<file path="src/source/zx_bus_pkg.sv">
package zx_bus_pkg;

	//////////////////////////////
	// cpu side bus
	//////////////////////////////

	typedef logic [15:0] zaddr_t;
	typedef logic [7:0]  zdata_t;

	// port decode works on the low address byte only
	localparam logic [7:0] PORT_RAM_PAGE = 8'hF7;
	localparam logic [7:0] PORT_ROM_PAGE = 8'hF6;
	localparam logic [7:0] PORT_READBACK = 8'hBE;

	// floating bus value for unused ports
	localparam zdata_t FLOAT_BUS = 8'hFF;

endpackage

</file>
<file path="src/source/zx_mem_pkg.sv">
package zx_mem_pkg;

	//////////////////////////////
	// memory map
	//////////////////////////////

	localparam int NUM_WINDOWS = 4;
	localparam int WIN_BITS    = 2;
	localparam int OFFSET_BITS = 14;

	typedef logic [7:0] page_t;

	// page on top, 16 KB offset below
	typedef logic [$bits(page_t)+OFFSET_BITS-1:0] paddr_t;

	// window 3 leftmost
	localparam page_t [NUM_WINDOWS-1:0] RESET_PAGES = {8'h00, 8'h02, 8'h05, 8'h00};

	// only window 0 starts in rom
	localparam logic [NUM_WINDOWS-1:0] RESET_ROMNRAM = 4'b0001;

	// trap range is 0x3D00..0x3DFF
	localparam logic [7:0] DOS_TRAP_HI = 8'h3D;

	//////////////////////////////
	// slice payloads
	//////////////////////////////

	typedef struct packed {
		paddr_t             addr;
		logic               rom;
		logic               write;
		zx_bus_pkg::zdata_t wdata;
	} mem_payload_t;

	typedef struct packed {
		zx_bus_pkg::zdata_t data;
	} rsp_payload_t;

endpackage

</file>
<file path="src/source/pager_regs.sv">
`timescale 1ns/10ps

module pager_regs (
	input  logic                                            fclk,
	input  logic                                            reset,

	// io channel from cpu
	input  logic                                            io_valid,
	output logic                                            io_ready,
	input  logic                                            io_write,
	input  zx_bus_pkg::zaddr_t                              io_addr,
	input  zx_bus_pkg::zdata_t                              io_wdata,

	// readback responses
	output logic                                            rsp_valid,
	input  logic                                            rsp_ready,
	output zx_bus_pkg::zdata_t                              rsp_data,

	input  logic                                            dos,

	output zx_mem_pkg::page_t [zx_mem_pkg::NUM_WINDOWS-1:0] win_page,
	output logic [zx_mem_pkg::NUM_WINDOWS-1:0]              win_romnram
);

	import zx_bus_pkg::*;
	import zx_mem_pkg::*;

	logic [WIN_BITS-1:0] sel;
	logic [7:0]          port_lo;
	logic                io_fire;
	logic                rsp_push_ready;
	rsp_payload_t        rsp_in;
	rsp_payload_t        rsp_out;

	assign sel     = io_addr[15 -: WIN_BITS];
	assign port_lo = io_addr[7:0];

	// writes wait on the response slice too, so io order is kept
	assign io_ready = rsp_push_ready;
	assign io_fire  = io_valid && io_ready;

	//////////////////////////////
	// window registers
	//////////////////////////////

	always_ff @(posedge fclk)
	begin
		if (reset)
		begin
			win_page    <= RESET_PAGES;
			win_romnram <= RESET_ROMNRAM;
		end
		else if (io_fire && io_write)
		begin
			if (port_lo == PORT_RAM_PAGE)
			begin
				win_page[sel]    <= io_wdata;
				win_romnram[sel] <= 1'b0;
			end
			else if (port_lo == PORT_ROM_PAGE)
			begin
				win_page[sel]    <= io_wdata;
				win_romnram[sel] <= 1'b1;
			end
		end
	end

	//////////////////////////////
	// readback
	//////////////////////////////

	always_comb
	begin
		rsp_in.data = FLOAT_BUS;
		if (port_lo == PORT_READBACK)
		begin
			// a8 picks flags over page
			if (io_addr[8])
				rsp_in.data = {6'd0, dos, win_romnram[sel]};
			else
				rsp_in.data = win_page[sel];
		end
	end

	pipe_stage #(
		.payload_t(rsp_payload_t)
	) rsp_stage (
		.fclk     (fclk),
		.reset    (reset),
		.in_valid (io_valid && !io_write),
		.in_ready (rsp_push_ready),
		.in_data  (rsp_in),
		.out_valid(rsp_valid),
		.out_ready(rsp_ready),
		.out_data (rsp_out)
	);

	assign rsp_data = rsp_out.data;

endmodule

</file>
<file path="src/source/pipe_stage.sv">
`timescale 1ns/10ps

module pipe_stage #(
	parameter type payload_t = logic [7:0]
)(
	input  logic     fclk,
	input  logic     reset,

	input  logic     in_valid,
	output logic     in_ready,
	input  payload_t in_data,

	output logic     out_valid,
	input  logic     out_ready,
	output payload_t out_data
);

	// two entries, used as a tiny ring
	payload_t entry [2];

	logic [1:0] count;
	logic [1:0] count_next;
	logic       wr_ptr;
	logic       rd_ptr;
	logic       push;
	logic       pop;

	assign push = in_valid && in_ready;
	assign pop  = out_valid && out_ready;

	always_comb
	begin
		count_next = count + {1'b0, push} - {1'b0, pop};
	end

	// control state
	always_ff @(posedge fclk)
	begin
		if (reset)
		begin
			count    <= 2'd0;
			wr_ptr   <= 1'b0;
			rd_ptr   <= 1'b0;
			in_ready <= 1'b1;
		end
		else
		begin
			count <= count_next;
			if (push)
				wr_ptr <= ~wr_ptr;
			if (pop)
				rd_ptr <= ~rd_ptr;
			// registered ready, low only when both entries hold data
			in_ready <= (count_next != 2'd2);
		end
	end

	always_ff @(posedge fclk)
	begin
		if (push)
			entry[wr_ptr] <= in_data;
	end

	assign out_valid = (count != 2'd0);
	assign out_data  = entry[rd_ptr];

endmodule

</file>
<file path="src/source/window_mapper.sv">
`timescale 1ns/10ps

module window_mapper (
	input  logic                                            fclk,
	input  logic                                            reset,

	// cpu memory channel
	input  logic                                            mem_valid,
	output logic                                            mem_ready,
	input  zx_bus_pkg::zaddr_t                              mem_addr,
	input  logic                                            mem_write,
	input  zx_bus_pkg::zdata_t                              mem_wdata,
	input  logic                                            mem_fetch,

	input  zx_mem_pkg::page_t [zx_mem_pkg::NUM_WINDOWS-1:0] win_page,
	input  logic [zx_mem_pkg::NUM_WINDOWS-1:0]              win_romnram,

	output logic                                            dos,

	// physical side toward memory
	output logic                                            phys_valid,
	input  logic                                            phys_ready,
	output zx_mem_pkg::paddr_t                              phys_addr,
	output logic                                            phys_rom,
	output logic                                            phys_write,
	output zx_bus_pkg::zdata_t                              phys_wdata
);

	import zx_mem_pkg::*;

	logic [WIN_BITS-1:0] win;
	logic                mem_fire;
	logic                trap_hit;
	page_t               eff_page;
	mem_payload_t        map_in;
	mem_payload_t        map_out;

	assign win      = mem_addr[15 -: WIN_BITS];
	assign mem_fire = mem_valid && mem_ready;

	//////////////////////////////
	// translation
	//////////////////////////////

	always_comb
	begin
		eff_page = win_page[win];
		// rom pages get dos in bit 0
		if (win_romnram[win])
			eff_page[0] = dos;

		map_in.addr  = {eff_page, mem_addr[OFFSET_BITS-1:0]};
		map_in.rom   = win_romnram[win];
		map_in.write = mem_write;
		map_in.wdata = mem_wdata;
	end

	//////////////////////////////
	// dos flag
	//////////////////////////////

	assign trap_hit = (mem_addr[15:8] == DOS_TRAP_HI) && win_romnram[0];

	always_ff @(posedge fclk)
	begin
		if (reset)
			dos <= 1'b0;
		else if (mem_fire && mem_fetch)
		begin
			if (trap_hit)
				dos <= 1'b1;
			else if (win != '0)
				dos <= 1'b0;   // leaving window 0 drops out of dos
		end
	end

	pipe_stage #(
		.payload_t(mem_payload_t)
	) map_stage (
		.fclk     (fclk),
		.reset    (reset),
		.in_valid (mem_valid),
		.in_ready (mem_ready),
		.in_data  (map_in),
		.out_valid(phys_valid),
		.out_ready(phys_ready),
		.out_data (map_out)
	);

	assign phys_addr  = map_out.addr;
	assign phys_rom   = map_out.rom;
	assign phys_write = map_out.write;
	assign phys_wdata = map_out.wdata;

endmodule

</file>
<file path="src/source/zx_mem_pager.sv">
`timescale 1ns/10ps

module zx_mem_pager (
	input  logic               fclk,
	input  logic               reset,

	// io channel
	input  logic               io_valid,
	output logic               io_ready,
	input  logic               io_write,
	input  zx_bus_pkg::zaddr_t io_addr,
	input  zx_bus_pkg::zdata_t io_wdata,

	// io read responses
	output logic               rsp_valid,
	input  logic               rsp_ready,
	output zx_bus_pkg::zdata_t rsp_data,

	// memory channel
	input  logic               mem_valid,
	output logic               mem_ready,
	input  zx_bus_pkg::zaddr_t mem_addr,
	input  logic               mem_write,
	input  zx_bus_pkg::zdata_t mem_wdata,
	input  logic               mem_fetch,

	// translated accesses
	output logic               phys_valid,
	input  logic               phys_ready,
	output zx_mem_pkg::paddr_t phys_addr,
	output logic               phys_rom,
	output logic               phys_write,
	output zx_bus_pkg::zdata_t phys_wdata
);

	import zx_mem_pkg::*;

	page_t [NUM_WINDOWS-1:0] win_page;
	logic [NUM_WINDOWS-1:0]  win_romnram;
	logic                    dos;

	//////////////////////////////
	// port registers
	//////////////////////////////

	pager_regs pager_regs (
		.fclk       (fclk),
		.reset      (reset),
		.io_valid   (io_valid),
		.io_ready   (io_ready),
		.io_write   (io_write),
		.io_addr    (io_addr),
		.io_wdata   (io_wdata),
		.rsp_valid  (rsp_valid),
		.rsp_ready  (rsp_ready),
		.rsp_data   (rsp_data),
		.dos        (dos),
		.win_page   (win_page),
		.win_romnram(win_romnram)
	);

	//////////////////////////////
	// address mapper
	//////////////////////////////

	window_mapper window_mapper (
		.fclk       (fclk),
		.reset      (reset),
		.mem_valid  (mem_valid),
		.mem_ready  (mem_ready),
		.mem_addr   (mem_addr),
		.mem_write  (mem_write),
		.mem_wdata  (mem_wdata),
		.mem_fetch  (mem_fetch),
		.win_page   (win_page),
		.win_romnram(win_romnram),
		.dos        (dos),
		.phys_valid (phys_valid),
		.phys_ready (phys_ready),
		.phys_addr  (phys_addr),
		.phys_rom   (phys_rom),
		.phys_write (phys_write),
		.phys_wdata (phys_wdata)
	);

endmodule

</file>
<file path="config.mk">
export PLATFORM = sky130hd
export DESIGN_NAME = zx_mem_pager
export DESIGN_NICKNAME = d
export VERILOG_FILES = /design/src/source/zx_bus_pkg.sv /design/src/source/zx_mem_pkg.sv /design/src/source/pager_regs.sv /design/src/source/pipe_stage.sv /design/src/source/window_mapper.sv /design/src/source/zx_mem_pager.sv
export SDC_FILE = /design/constraint.sdc
export NUM_CORES = 1
export LEC_CHECK = 0
export ABC_AREA = 0
export BUFFER_PORTS_ARGS = -buffer_cell sky130_fd_sc_hd__clkbuf_2
export CORE_AREA = 2 2 135 98
export CTS_BUF_LIST = sky130_fd_sc_hd__clkbuf_8
export CTS_CLUSTER_SIZE = 40
export DETAILED_ROUTE_END_ITERATION = 10
export DIE_AREA = 0 0 137 100
export PLACE_DENSITY = 0.66
export SLEW_MARGIN = 20
export SYNTH_ARGS = -nofsm -noshare
export SYNTH_HDL_FRONTEND = slang
export SYNTH_SLANG_ARGS = --single-unit
</file>
<file path="constraint.sdc">
create_clock -name fclk -period 2.6 [get_ports fclk]
set_input_delay 0.26 -clock fclk [delete_from_list [all_inputs] [get_ports fclk]]
set_output_delay 0.26 -clock fclk [all_outputs]
set_load 0.01 [all_outputs]
</file>
### Word level (Yosys, flattened, before mapping)

Memories as Yosys holds them, arrays and structs flattened. A register that Yosys moved wholly into a read port is not among the register bits.
Cells that the tools add are included.
W data, S select, Z words.

* memories: 2
* output and inout port bits: 44
* RAM bits: 80
* memory bits (read-only): 0
* latch bits: 0
* bits in registers: 47

Memories
* window_mapper.map_stage.entry: depth 2, bits a word 32, read ports 1, clocked after Yosys merged registers in 1, wr ports 1, line pipe_stage.sv:19 `payload_t entry [2];`
* pager_regs.rsp_stage.entry: depth 2, bits a word 8, read ports 1, clocked after Yosys merged registers in 1, wr ports 1, line pipe_stage.sv:19

* divide/modulo/power cells: 0
* multiplexer cells: 30
* shift-type cells: 0
* order comparisons: 3
* $mul: 0
* equal/unequal tests: 6
* add/subtract/negate cells: 4
* reduce and logical (&&, ||, !) cells: 18
* bitwise logic cells: 7

Operators by type and width (number)
* $mux W32: 2
* $mux W8: 5
* $bmux W8 S2: 2
* $bwmux W32: 1
* $eq A8 B8 Y1 const B: 3
* $demux W8 S2: 1
* $mux W1: 14
* $logic_and A1 B1 Y1: 10
* $reduce_bool A2 Y1: 5
* $eq A8 B6 Y1 const B: 1
* $mux W4: 2
* $lt A2 B3 Y1 const B: 2
* $add A2 B1 Y2: 2
* $and A4 B4 Y4: 1
* $bmux W1 S2: 2
* $ne A2 B2 Y1 const B: 2
* $not A1 Y1: 4
* $not A4 Y4: 1
* $or A4 B4 Y4: 1
* $reduce_and A2 Y1: 2
* $sub A2 B1 Y2: 2
* $demux W1 S2: 1
* $ge A2 B1 Y1 const B: 1
* $logic_not A1 Y1: 1

### Logic depth before layout (Yosys ltp)

Gate-level depths: netlist of the first run.

* depth after elaboration: 7
* gate-level depth with buffers: 6

### Hierarchy

A second synthesis of the first run with hierarchy kept.

* cell total of the unflattened synthesis: 375
* area, all modules: 5629.1 um2

Modules (own cells, without submodules)
* pipe_stage (window_mapper.map_stage): instances 1, cells each 128, sequential area each 2042.0 um2, area an instance 2575.0 um2
* pager_regs: instances 1, cells each 174, sequential area each 720.7 um2, area an instance 1878.1 um2
* pipe_stage (pager_regs.rsp_stage): instances 1, cells each 53, sequential area each 600.6 um2, area an instance 848.3 um2
* window_mapper: instances 1, cells each 20, sequential area each 20.0 um2, area an instance 327.8 um2

### Worst setup path after synthesis of the first run

No wires, ideal clock.

* path type: reg-to-reg
* from: reg window_mapper.map_stage.in_ready
* to: mem window_mapper.map_stage.entry[0][0] (netlist name), enable pin
* stages on the path, launching flop included: 3
* clock period less this slack: 2.324 ns
* slack: 0.276 ns
* data required time: 2.179 ns
* data arrival time: 1.903 ns
* cells stage by stage: dfxtp_1 -> nand2_1 -> nor2_1

* word-level cells in the longest chain between the ends: 3

RTL lines
* from (decl): line pipe_stage.sv:10 `output logic in_ready,`
* from (signal assigned): line pipe_stage.sv:54 `in_ready <= (count_next != 2'd2);`
* $logic_and A1 B1 Y1: line pipe_stage.sv:28 `assign push = in_valid && in_ready;`
* $mux W1: line pipe_stage.sv:60 `if (push)`
* $mux W1 (not written as such): line pipe_stage.sv:61 `entry[wr_ptr] <= in_data;`
* to (decl): line pipe_stage.sv:19

Every way passes these cells.

==> impl_metrics.yaml, run 1 <==
placed_design:
  dp_cells: 615
  port_buffers: 95
  gp_congestion: 0.734
  hpwl_mm: 7.15
  dp_slack_ns: 0.726
drt:
  wl_mm: 10.7
  drc: 0
  drt-vias-per-instance: 5.08
  drt_iter0_markers: 114
  drt_pass1_iterations: 6
  vias: 3330
  post_drt_wl_per_cell_um: 16.4
  ant_nets: 0
floorplanning:
  core-area_um2: 12600
  die-area_um2: 13700
  die_y_um: 100
  ioPinCount: 101
  rows: 35
  start_util_pct: 43.2
  fp.dieW_um: 137
worst_setup_path:
  critPathArrivalTime_ns: 1.67
  required_ns: 2.34
  r2r-end: "pager_regs.rsp_stage.in_ready"
  cp_max_fo: 32
  r2r_setup_slack_ns: 0.79
  startpoint_type: "flip-flop"
  rr_worst_depth: 6
  rr_startpoint: "pager_regs.rsp_stage.in_ready"
  path_class: "flip-flop to primary output"
  endpoint: "phys_addr[16]"
  cp-end-kind: "primary output"
logic_synthesis:
  synth_fa_ha_area_share_pct: 0.459
  synth_edf_count: 80
  async_reset_ff_share_pct: 0
  synth_mux_area_share_pct: 24.6
  ys.flop_type: "edfxtp_1"
  synth_cell_types: 39
  netlist_area_um2: 5450
  synth_area_leaders: "edfxtp_1, dfxtp_1, mux2_2, mux2i_1, mux4_1"
  synthSimpleGateAreaFrac_pct: 7.99
  syn_area_per_cell_um2: 14.8
  yosysTopAreaCell: "edfxtp_1"
  ys_seq_area_share_pct: 62.1
  synth_xor_area_share_pct: 1.13
  yosysWarnings: 0
  synth-compound-area-share_pct: 1.38
  synth_seq_cells: 129
  synth_top_area_share_pct: 44.1
  synth_nets: 427
  synth_top_family_by_area: "multiplexers"
  syn_inst: 368
finish:
  final_cell_mix: "clkbuf_2, edfxtp_1, dfxtp_1"
  antennaDiodeCount: 0
  syn2layout_area_growth_pct: 20.6
  final_core_util_pct: 52.1
  final_cells: 655
  drive_gt1_share_pct: 36.6
  finalNetCount: 535
  final_common_cell: "clkbuf_2"
outcome:
  status: "complete, no violations"
timing:
  worst_slack_ns: 0.670
  maxSlewHeadroom_pct: 45.0
  rsz0062_at_grt: "false"
  slew_viol_final: 0
  setup_violations: 0
  tns_ns: 0
  period_share_pct: 74.2
  hold_viol: 0
  worst_pin_slew_ns: 0.825
  max_freq_mhz: 518
  finClkSkew_ns: 0.0152
  final.min_clock_period_ns: 1.93
clock_tree:
  clock_sinks: 129
  clkLatencyLatePin_ns: 0.43
  cts_buffers: 17
  clock_path_buffers: 2
  tritoncts: "built"
  post-cts-setup-buffers: 0
  ctsHtreeMaxLevel: 4
  root_buffer: "clkbuf_8"
  clk_pin_slew_ns: 0.07
global_routing:
  grt_overflow: 0
  antenna_found_initial: 0
  grt_max_degree: 43
  grt_pass1_vias: 3369
  grt_use_total_pct: 16.2
  grt_pass1_wl_mm: 16.4
power:
  p_per_area_nw_per_um2: 819
  irDropWorstVdd_mv: 0.403
  leakagePower_nw: 2.68
min_path:
  hold_path_class: "primary input to flip-flop"
run:
  max-cap-violations: 0
registers in the layout, indices dropped and copies added, names as in the netlist, named ones only:
| signal | flops |
|---|---|
| window_mapper.map_stage.entry | 64 |
| pager_regs.win_page | 32 |
| pager_regs.rsp_stage.entry | 16 |
| pager_regs.rsp_stage.count | 2 |
| window_mapper.map_stage.count | 2 |
| pager_regs.rsp_stage.in_ready | 1 |
| pager_regs.rsp_stage.rd_ptr | 1 |
| pager_regs.rsp_stage.wr_ptr | 1 |
| window_mapper.dos | 1 |
| window_mapper.map_stage.in_ready | 1 |
| window_mapper.map_stage.rd_ptr | 1 |
| window_mapper.map_stage.wr_ptr | 1 |
logic make-up (layout without fill, tap and decap cells):
group,after synthesis,after routing
flip-flops,129,129
multiplexers,100,100
AND/OR/NAND/NOR,90,90
buffers and inverters,28,149
AO/OA/AOI/OAI,12,12
XOR/XNOR,7,7
adder cells (fa/ha/maj),2,2
metrics by stage:
step,total power [W],instance area [um2],hold WS [ns]
2_1_floorplan,0.00331,5450,0.359
3_3_place_gp,0.00370,6090,0.447
3_5_place_dp,0.00373,6090,0.453
4_1_cts,0.00544,6530,0.00379
5_1_grt,0.00565,6570,0.000334
6_report,0.00538,6570,0.0292
Yosys cell counts (2+ instances only):
cell	count
edfxtp_1	80
inv_1	7
or2_2	2
nand4_1	3
clkbuf_1	10
nand4b_1	2
o21ai_0	7
and4_1	2
mux4_1	15
mux4_2	3
nand2_1	44
buf_2	8
nor2b_1	4
nor2_1	17
and3_1	3
and4b_1	3
mux2_2	39
xor2_1	4
nor3_1	2
dfxtp_1	49
ha_1	2
mux2i_1	40
nor3b_1	2
xnor2_1	3
buf_4	2
mux2_1	2
metal layers:
metal | GRT usage, % | vias up | share of wire, %
met5 | 0 | - | 0
met4 | 6.34 | 0 | 1.3
met3 | 5.10 | 14 | 6.0
met2 | 26.5 | 88 | 47
met1 | 20.0 | 1631 | 45
li1 | - | 1597 | -
layout make-up:
type                    count  area [um2]
clock buffers              18         248
clock inverters            14         153
fillers                  1086        6040
inverters                   7        26.3
multi-input cells         211        1940
flip-flops and latches    129        3380
well taps                 166         208
repair buffers            110         608
critical path, stage by stage, from the launching register on:
cell and delay [ns]:
dfxtp_1 0.31, buf_4 0.37, mux2_2 0.40, clkbuf_2 0.14
power by group:
group | internal [W] | leakage [nW] | switching, W
logic | 0.000539 | 1.36 | 0.000605
registers | 0.00243 | 1.11 | 0.0000953
clock network | 0.000957 | 0.210 | 0.000754
total | 0.00393 | 2.68 | 0.00145
worst min-delay path by stage:
stage | startpoint | to | slack [ns] | depth (start not counted)
floorplan | mem_wdata[0] | window_mapper.map_stage.entry[0][0] | 0.36 | 0
global placement | pager_regs.win_page[18] | pager_regs.win_page[18] | 0.45 | 2
detailed placement | mem_wdata[4] | window_mapper.map_stage.entry[1][4] | 0.45 | 1
CTS | mem_addr[0] | window_mapper.map_stage.entry[0][10] | 0.004 | 1
global route | mem_addr[7] | window_mapper.map_stage.entry[0][17] | 0.0003 | 1
finish | mem_addr[7] | window_mapper.map_stage.entry[0][17] | 0.03 | 1
repair_timing:
action | CTS | global route
hold buffers | 4 | 4
endpoints found under the hold margin | 8 | 8
gates resized for setup | 0 | 0
Power figures use the tool's default switching activity.
==> inputs of run 2 (changes only) <==
Settings changed: ABC_AREA 0 to 1, CORE_AREA 2 2 135 98 to 2 2 137 99, DIE_AREA 0 0 137 100 to 0 0 139 101, PLACE_DENSITY 0.66 to 0.68.
Clock period 2.6 ns to 1.6 ns, I/O delays scaled along.
==> impl_metrics.yaml, run 2 <==
worst_setup_path:
  cp-end-kind: "primary output"
  required_ns: 1.44
  path_class: "flip-flop to primary output"
  cp_max_fo: 8
  critPathArrivalTime_ns: 1.49
  rr_startpoint: "pager_regs.rsp_stage.count[0]"
  startpoint_type: "flip-flop"
drt:
  vias: 4433
  wl_mm: 13.5
  drt-vias-per-instance: 4.94
  drt_iter0_markers: 263
  ant_nets: 0
  post_drt_wl_per_cell_um: 15.1
  drc: 0
  drt_pass1_iterations: 6
logic_synthesis:
  synth_seq_cells: 129
  synth_top_family_by_area: "simple AND/OR/NAND/NOR gates"
  synth_top_area_share_pct: 42.6
  ys_seq_area_share_pct: 60.0
  synth_edf_count: 80
  synth_nets: 626
  yosysTopAreaCell: "edfxtp_1"
  yosysWarnings: 0
  syn_area_per_cell_um2: 9.95
  ys.flop_type: "edfxtp_1"
  async_reset_ff_share_pct: 0
  synth_common_cells: "nand2_1, nor2_1, edfxtp_1"
  synth_xor_area_share_pct: 0.310
  synth_fa_ha_area_share_pct: 0.443
  synth_area_leaders: "edfxtp_1, dfxtp_1, nand2_1, mux2_2, nor2_1"
  synth-compound-area-share_pct: 4.55
  synthSimpleGateAreaFrac_pct: 21.2
  synth_mux_area_share_pct: 7.98
  synth_cell_types: 29
  netlist_area_um2: 5640
  syn_inst: 567
  synth_most_common_cell: "nand2_1"
placed_design:
  gp_congestion: 0.909
  port_buffers: 95
  hpwl_mm: 8.87
  dp_slack_ns: -0.0548
clock_tree:
  clk_pin_slew_ns: 0.08
  root_buffer: "clkbuf_8"
  clkLatencyLatePin_ns: 0.43
  ctsHtreeMaxLevel: 4
  tritoncts: "built"
  cts_buffers: 17
  clock_path_buffers: 2
  clock_sinks: 129
power:
  pwr-share-clk_pct: 29.5
  p_switching_w: 0.00279
  p_seq_share_pct: 41.9
  leakagePower_nw: 3.33
  p_total_w: 0.00984
  p_int_w: 0.00705
  p_per_area_nw_per_um2: 1290
  p_comb_share_pct: 28.6
  irDropWorstVdd_mv: 0.825
  p_sw_share_pct: 28.3
timing:
  setup_violations: 32
  maxSlewHeadroom_pct: 76.0
  period_share_pct: 103
  finClkSkew_ns: 0.0127
  final.min_clock_period_ns: 1.65
  max_freq_mhz: 605
  slew_viol_final: 0
  worst_slack_ns: -0.0531
  rsz0062_at_grt: "true"
  worst_pin_slew_ns: 0.360
  tns_ns: -1.07
  hold_viol: 0
finish:
  final_cell_mix: "nand2_1, nor2_1, edfxtp_1"
  syn2layout_area_growth_pct: 34.9
  drive_gt1_share_pct: 30.9
  nFillCells: 1012
  top_regs: "window_mapper.map_stage.entry x64, pager_regs.win_page x32, pager_regs.rsp_stage.entry x16"
  finalNetCount: 777
  top_register: "window_mapper.map_stage.entry"
  largest_register_ffs: 64
  seq_area_um2: 3390
  antennaDiodeCount: 0
  final_common_cell: "nand2_1"
  multi_input_area_um2: 2130
run:
  max-cap-violations: 0
outcome:
  failed_checks: "negative setup slack"
  status: "complete, but fails checks"
floorplanning:
  ioPinCount: 101
  core-area_um2: 12800
  die-area_um2: 14000
  fp.dieW_um: 139
  rows: 35
  start_util_pct: 44.1
  die_y_um: 101
global_routing:
  grt_overflow: 0
  grt_pass1_vias: 4450
  grt_use_total_pct: 19.2
  grt_max_degree: 38
  antenna_found_initial: 0
  grt_pass1_wl_mm: 21.0
min_path:
  min_from: "io_wdata[5]"
  hold_path_class: "primary input to flip-flop"
==> run 2: changes by cell type in the layout (fill, tap and decap cells not counted), sizes merged, moves of 19 or more <==
| cell | delta |
|---|---|
| buf | +47 |
| clkbuf | -26 |
| a21oi | +29 |
| mux2i | -40 |
| nand2 | +105 |
| inv | +50 |
| nor2 | +71 |
| dlygate4sd3 | +19 |
==> run 2: stage by stage <==
| step | utilization (%) | instances | instance area [um2] | hold WS (ns) |
|---|---|---|---|---|
| floorplan | - | 567 | 5650 | 0.232 |
| global placement | 50.6 | 832 | 6470 | 0.350 |
| detailed placement | 50.6 | 832 | 6470 | 0.354 |
| global route | 59.5 | 897 | 7610 | 0.0294 |
| finish | 59.5 | 897 | 7610 | 0.0302 |
| CTS | 57.1 | 895 | 7310 | 0.00227 |
==> run 2: repair_timing <==
| action | in CTS | in global routing |
|---|---|---|
| hold buffers | 27 | 0 |
| hold endpoints to repair | 54 | 0 |
| gates resized for setup | 31 | 86 |
| setup buffers | 3 | 0 |
| cloned | 1 | 2 |
| pin swaps | 11 | 5 |
| setup endpoints to repair | 42 | 36 |
==> run 2: metal layers <==
| metal | GRT usage [%] | vias to the layer above | wire, um |
|---|---|---|---|
| li1 | - | 2175 | - |
| met1 | 24.1 | 2066 | 5900 |
| met2 | 32.4 | 169 | 6580 |
| met3 | 4.47 | 23 | 795 |
| met4 | 8.08 | 0 | 262 |
| met5 | 0 | - | 0 |
==> run 2: layout make-up <==
type | count | share of cell area [%]
well taps | 166 | 2.73
clock buffers | 17 | 3.07
clock inverters | 15 | 2.42
inverters | 55 | 2.71
flip-flops and latches | 129 | 44.6
multi-input cells | 364 | 27.9
repair buffers | 151 | 16.6
==> run 2: logic make-up (layout without fill, tap and decap cells) <==
kind of cell             after synthesis  after routing
AND/OR/NAND/NOR                      270            270
AO/OA/AOI/OAI                         50             50
adder cells (fa/ha/maj)                2              2
XOR/XNOR                               2              2
buffers and inverters                 74            238
multiplexers                          40             40
flip-flops                           129            129
==> run 2: worst max-delay path, cell delays in order, from the launching register on <==
cell and delay (ns):
dfxtp_4 0.43, clkbuf_16 0.19, mux2_4 0.31, buf_6 0.12
==> run 2: path summary, 6_finish.rpt <==
check / depth (start not counted) / endpoint / slack, ns
setup / recovery: 3 / phys_addr[17] / -0.05
hold / removal: 3 / pager_regs.win_page[5] / 0.03
setup reg to reg: 11 / pager_regs.rsp_stage.in_ready / 0.04
hold reg to reg: 1 / window_mapper.map_stage.rd_ptr / 0.46
==> run 2: power groups by stage <==
stage / combinational (W) / clock [W] / sequential [W]
final: 0.00282 / 0.00290 / 0.00413
after global routing: 0.00300 / 0.00310 / 0.00416
after CTS: 0.00230 / 0.00296 / 0.00411
after detailed placement: 0.00197 / 0 / 0.00416
after global placement: 0.00190 / 0 / 0.00412
after floorplan: 0.00117 / 0 / 0.00411
==> inputs of run 3 (changes only) <==
Settings changed: CORE_AREA 2 2 137 99 to 2 2 128 93, DIE_AREA 0 0 139 101 to 0 0 130 95, PLACE_DENSITY 0.68 to 0.77.
==> impl_metrics.yaml, run 3 (synthesized netlist as in run 2, its figures left out) <==
outcome:
  status: "complete, but fails checks"
  failed_checks: "negative setup slack"
global_routing:
  grt_overflow: 0
  grt_pass1_vias: 4294
  top_usage_layer: "met2"
  antenna_found_initial: 0
  met3_usage_pct: 6.46
  gr-usage-met2_pct: 37.0
  grt_pass1_wl_mm: 20.9
  grt_use_total_pct: 22.5
  grt_use_met1_pct: 28.8
  grt_max_degree: 38
worst_setup_path:
  path_class: "flip-flop to primary output"
  startpoint_type: "flip-flop"
  critPathArrivalTime_ns: 1.51
  rr_worst_depth: 10
  rr_startpoint: "pager_regs.rsp_stage.count[1]"
  r2r-end: "pager_regs.rsp_stage.in_ready"
  cp-end-kind: "primary output"
  required_ns: 1.44
  r2r_setup_slack_ns: 0.02
  cp_max_fo: 8
clock_tree:
  tritoncts: "built"
  root_buffer: "clkbuf_8"
  clock_path_buffers: 2
  clk_pin_slew_ns: 0.07
  ctsHtreeMaxLevel: 4
  clock_sinks: 129
  clkLatencyLatePin_ns: 0.45
  cts_buffers: 17
power:
  p_per_area_nw_per_um2: 1330
  irDropWorstVdd_mv: 0.643
  p_sw_share_pct: 27.8
  p_int_w: 0.00737
  p_seq_share_pct: 40.7
  p_comb_share_pct: 27.8
  leakagePower_nw: 3.35
  pwr-share-clk_pct: 31.6
  p_switching_w: 0.00285
min_path:
  worstHoldEndpoint: "pager_regs.rsp_stage.entry[0][0]"
  min_from: "io_addr[8]"
  hold_path_class: "primary input to flip-flop"
  hold_path_depth: 3
drt:
  drt_iter0_markers: 393
  ant_nets: 0
  drc: 0
  vias: 4519
  wl_mm: 14.0
  post_drt_wl_per_cell_um: 15.6
  drt-vias-per-instance: 5.06
  drt_pass1_iterations: 5
finish:
  drive_gt1_share_pct: 30.8
  top_register: "window_mapper.map_stage.entry"
  final_cells: 893
  antennaDiodeCount: 0
  syn2layout_area_growth_pct: 36.2
  final_cell_mix: "nand2_1, nor2_1, edfxtp_1"
  seq_area_um2: 3400
  multi_input_area_um2: 2120
  top_regs: "window_mapper.map_stage.entry x64, pager_regs.win_page x32, pager_regs.rsp_stage.entry x16"
  finalNetCount: 782
  final_common_cell: "nand2_1"
  nFillCells: 798
  largest_register_ffs: 64
placed_design:
  dp_cells: 822
  port_buffers: 95
  gp_congestion: 0.880
  hpwl_mm: 8.49
timing:
  finClkSkew_ns: 0.00684
  period_share_pct: 104
  hold_viol: 0
  maxSlewHeadroom_pct: 70.4
  rsz0062_at_grt: "true"
  setup_violations: 32
  slew_viol_final: 0
  tns_ns: -1.57
  worst_pin_slew_ns: 0.442
  final.min_clock_period_ns: 1.67
  worst_slack_ns: -0.0718
  max_freq_mhz: 598
floorplanning:
  ioPinCount: 101
  rows: 33
  die_y_um: 95
  core-area_um2: 11300
  die-area_um2: 12400
  fp.dieW_um: 130
  start_util_pct: 50.1
run:
  max-cap-violations: 0
## run 3: cell count changes in the layout (fill, tap and decap cells not counted), moves of 2 or more
cell           change
dlygate4sd3_1      +6
mux2_4             -4
mux2_2             +4
buf_6              +2
clkinv_4           -2
bufinv_16          +2
inv_6              +2
buf_12             -2
## run 3: routing by layer
layer	part of all wire, %	wire length (um)
met1	43	5980
met2	48	6630
met3	8.0	1110
met4	1.7	235
met5	0	0
## run 3: worst max path at each step
stage,to,slack (ns),start,cells past startpoint
finish,phys_addr[1],-0.07,flip-flop,3
global route,phys_addr[1],-0.11,flip-flop,3
CTS,phys_addr[16],-0.07,flip-flop,3
detailed placement,pager_regs.rsp_stage.in_ready,-0.05,pager_regs.rsp_stage.count[1],10
global placement,window_mapper.map_stage.in_ready,0.05,window_mapper.map_stage.count[1],10
floorplan,window_mapper.map_stage.entry[1][0],-0.19,window_mapper.map_stage.in_ready,2
## run 3: layout make-up
type                    count  area share (%)
well taps                 157            2.56
inverters                  55            2.69
multi-input cells         364            27.6
flip-flops and latches    129            44.2
clock buffers              17            3.04
clock inverters            15            2.96
repair buffers            156            16.9
## run 3: through the flow
| stage | worst slack (ns) | total power (W) | area [um2] | hold slack [ns] | utilization, % |
|---|---|---|---|---|---|
| floorplan | -0.192 | 0.00529 | 5650 | 0.232 | - |
| global placement | 0.0480 | 0.00601 | 6430 | 0.351 | 57.0 |
| detailed placement | -0.0504 | 0.00610 | 6430 | 0.354 | 57.0 |
| CTS | -0.0712 | 0.00964 | 7370 | 0.0458 | 65.4 |
| global route | -0.114 | 0.0106 | 7680 | 0.0825 | 68.2 |
| finish | -0.0718 | 0.0102 | 7680 | 0.0679 | 68.2 |
## run 3: power groups by stage
stage,Sequential [W],Combinational [W],Clock (W)
finish,0.00416,0.00284,0.00323
floorplan,0.00411,0.00117,0
global route,0.00419,0.00304,0.00340
detailed placement,0.00416,0.00194,0
global placement,0.00413,0.00188,0
CTS,0.00411,0.00228,0.00326
## run 3: what timing repair did
item / in CTS / in global routing
buffers inserted: 3 / 0
cloned: 1 / 2
setup endpoints to repair: 42 / 44
pin swaps: 12 / 9
endpoints found under the hold margin: 73 / 0
hold buffers: 33 / 0
resized for setup: 30 / 87
## run 3: worst max-delay path: stages, from the launching register on
cell       delay [ns]
dfxtp_4          0.43
clkbuf_16        0.20
mux2_4           0.31
buf_6            0.13
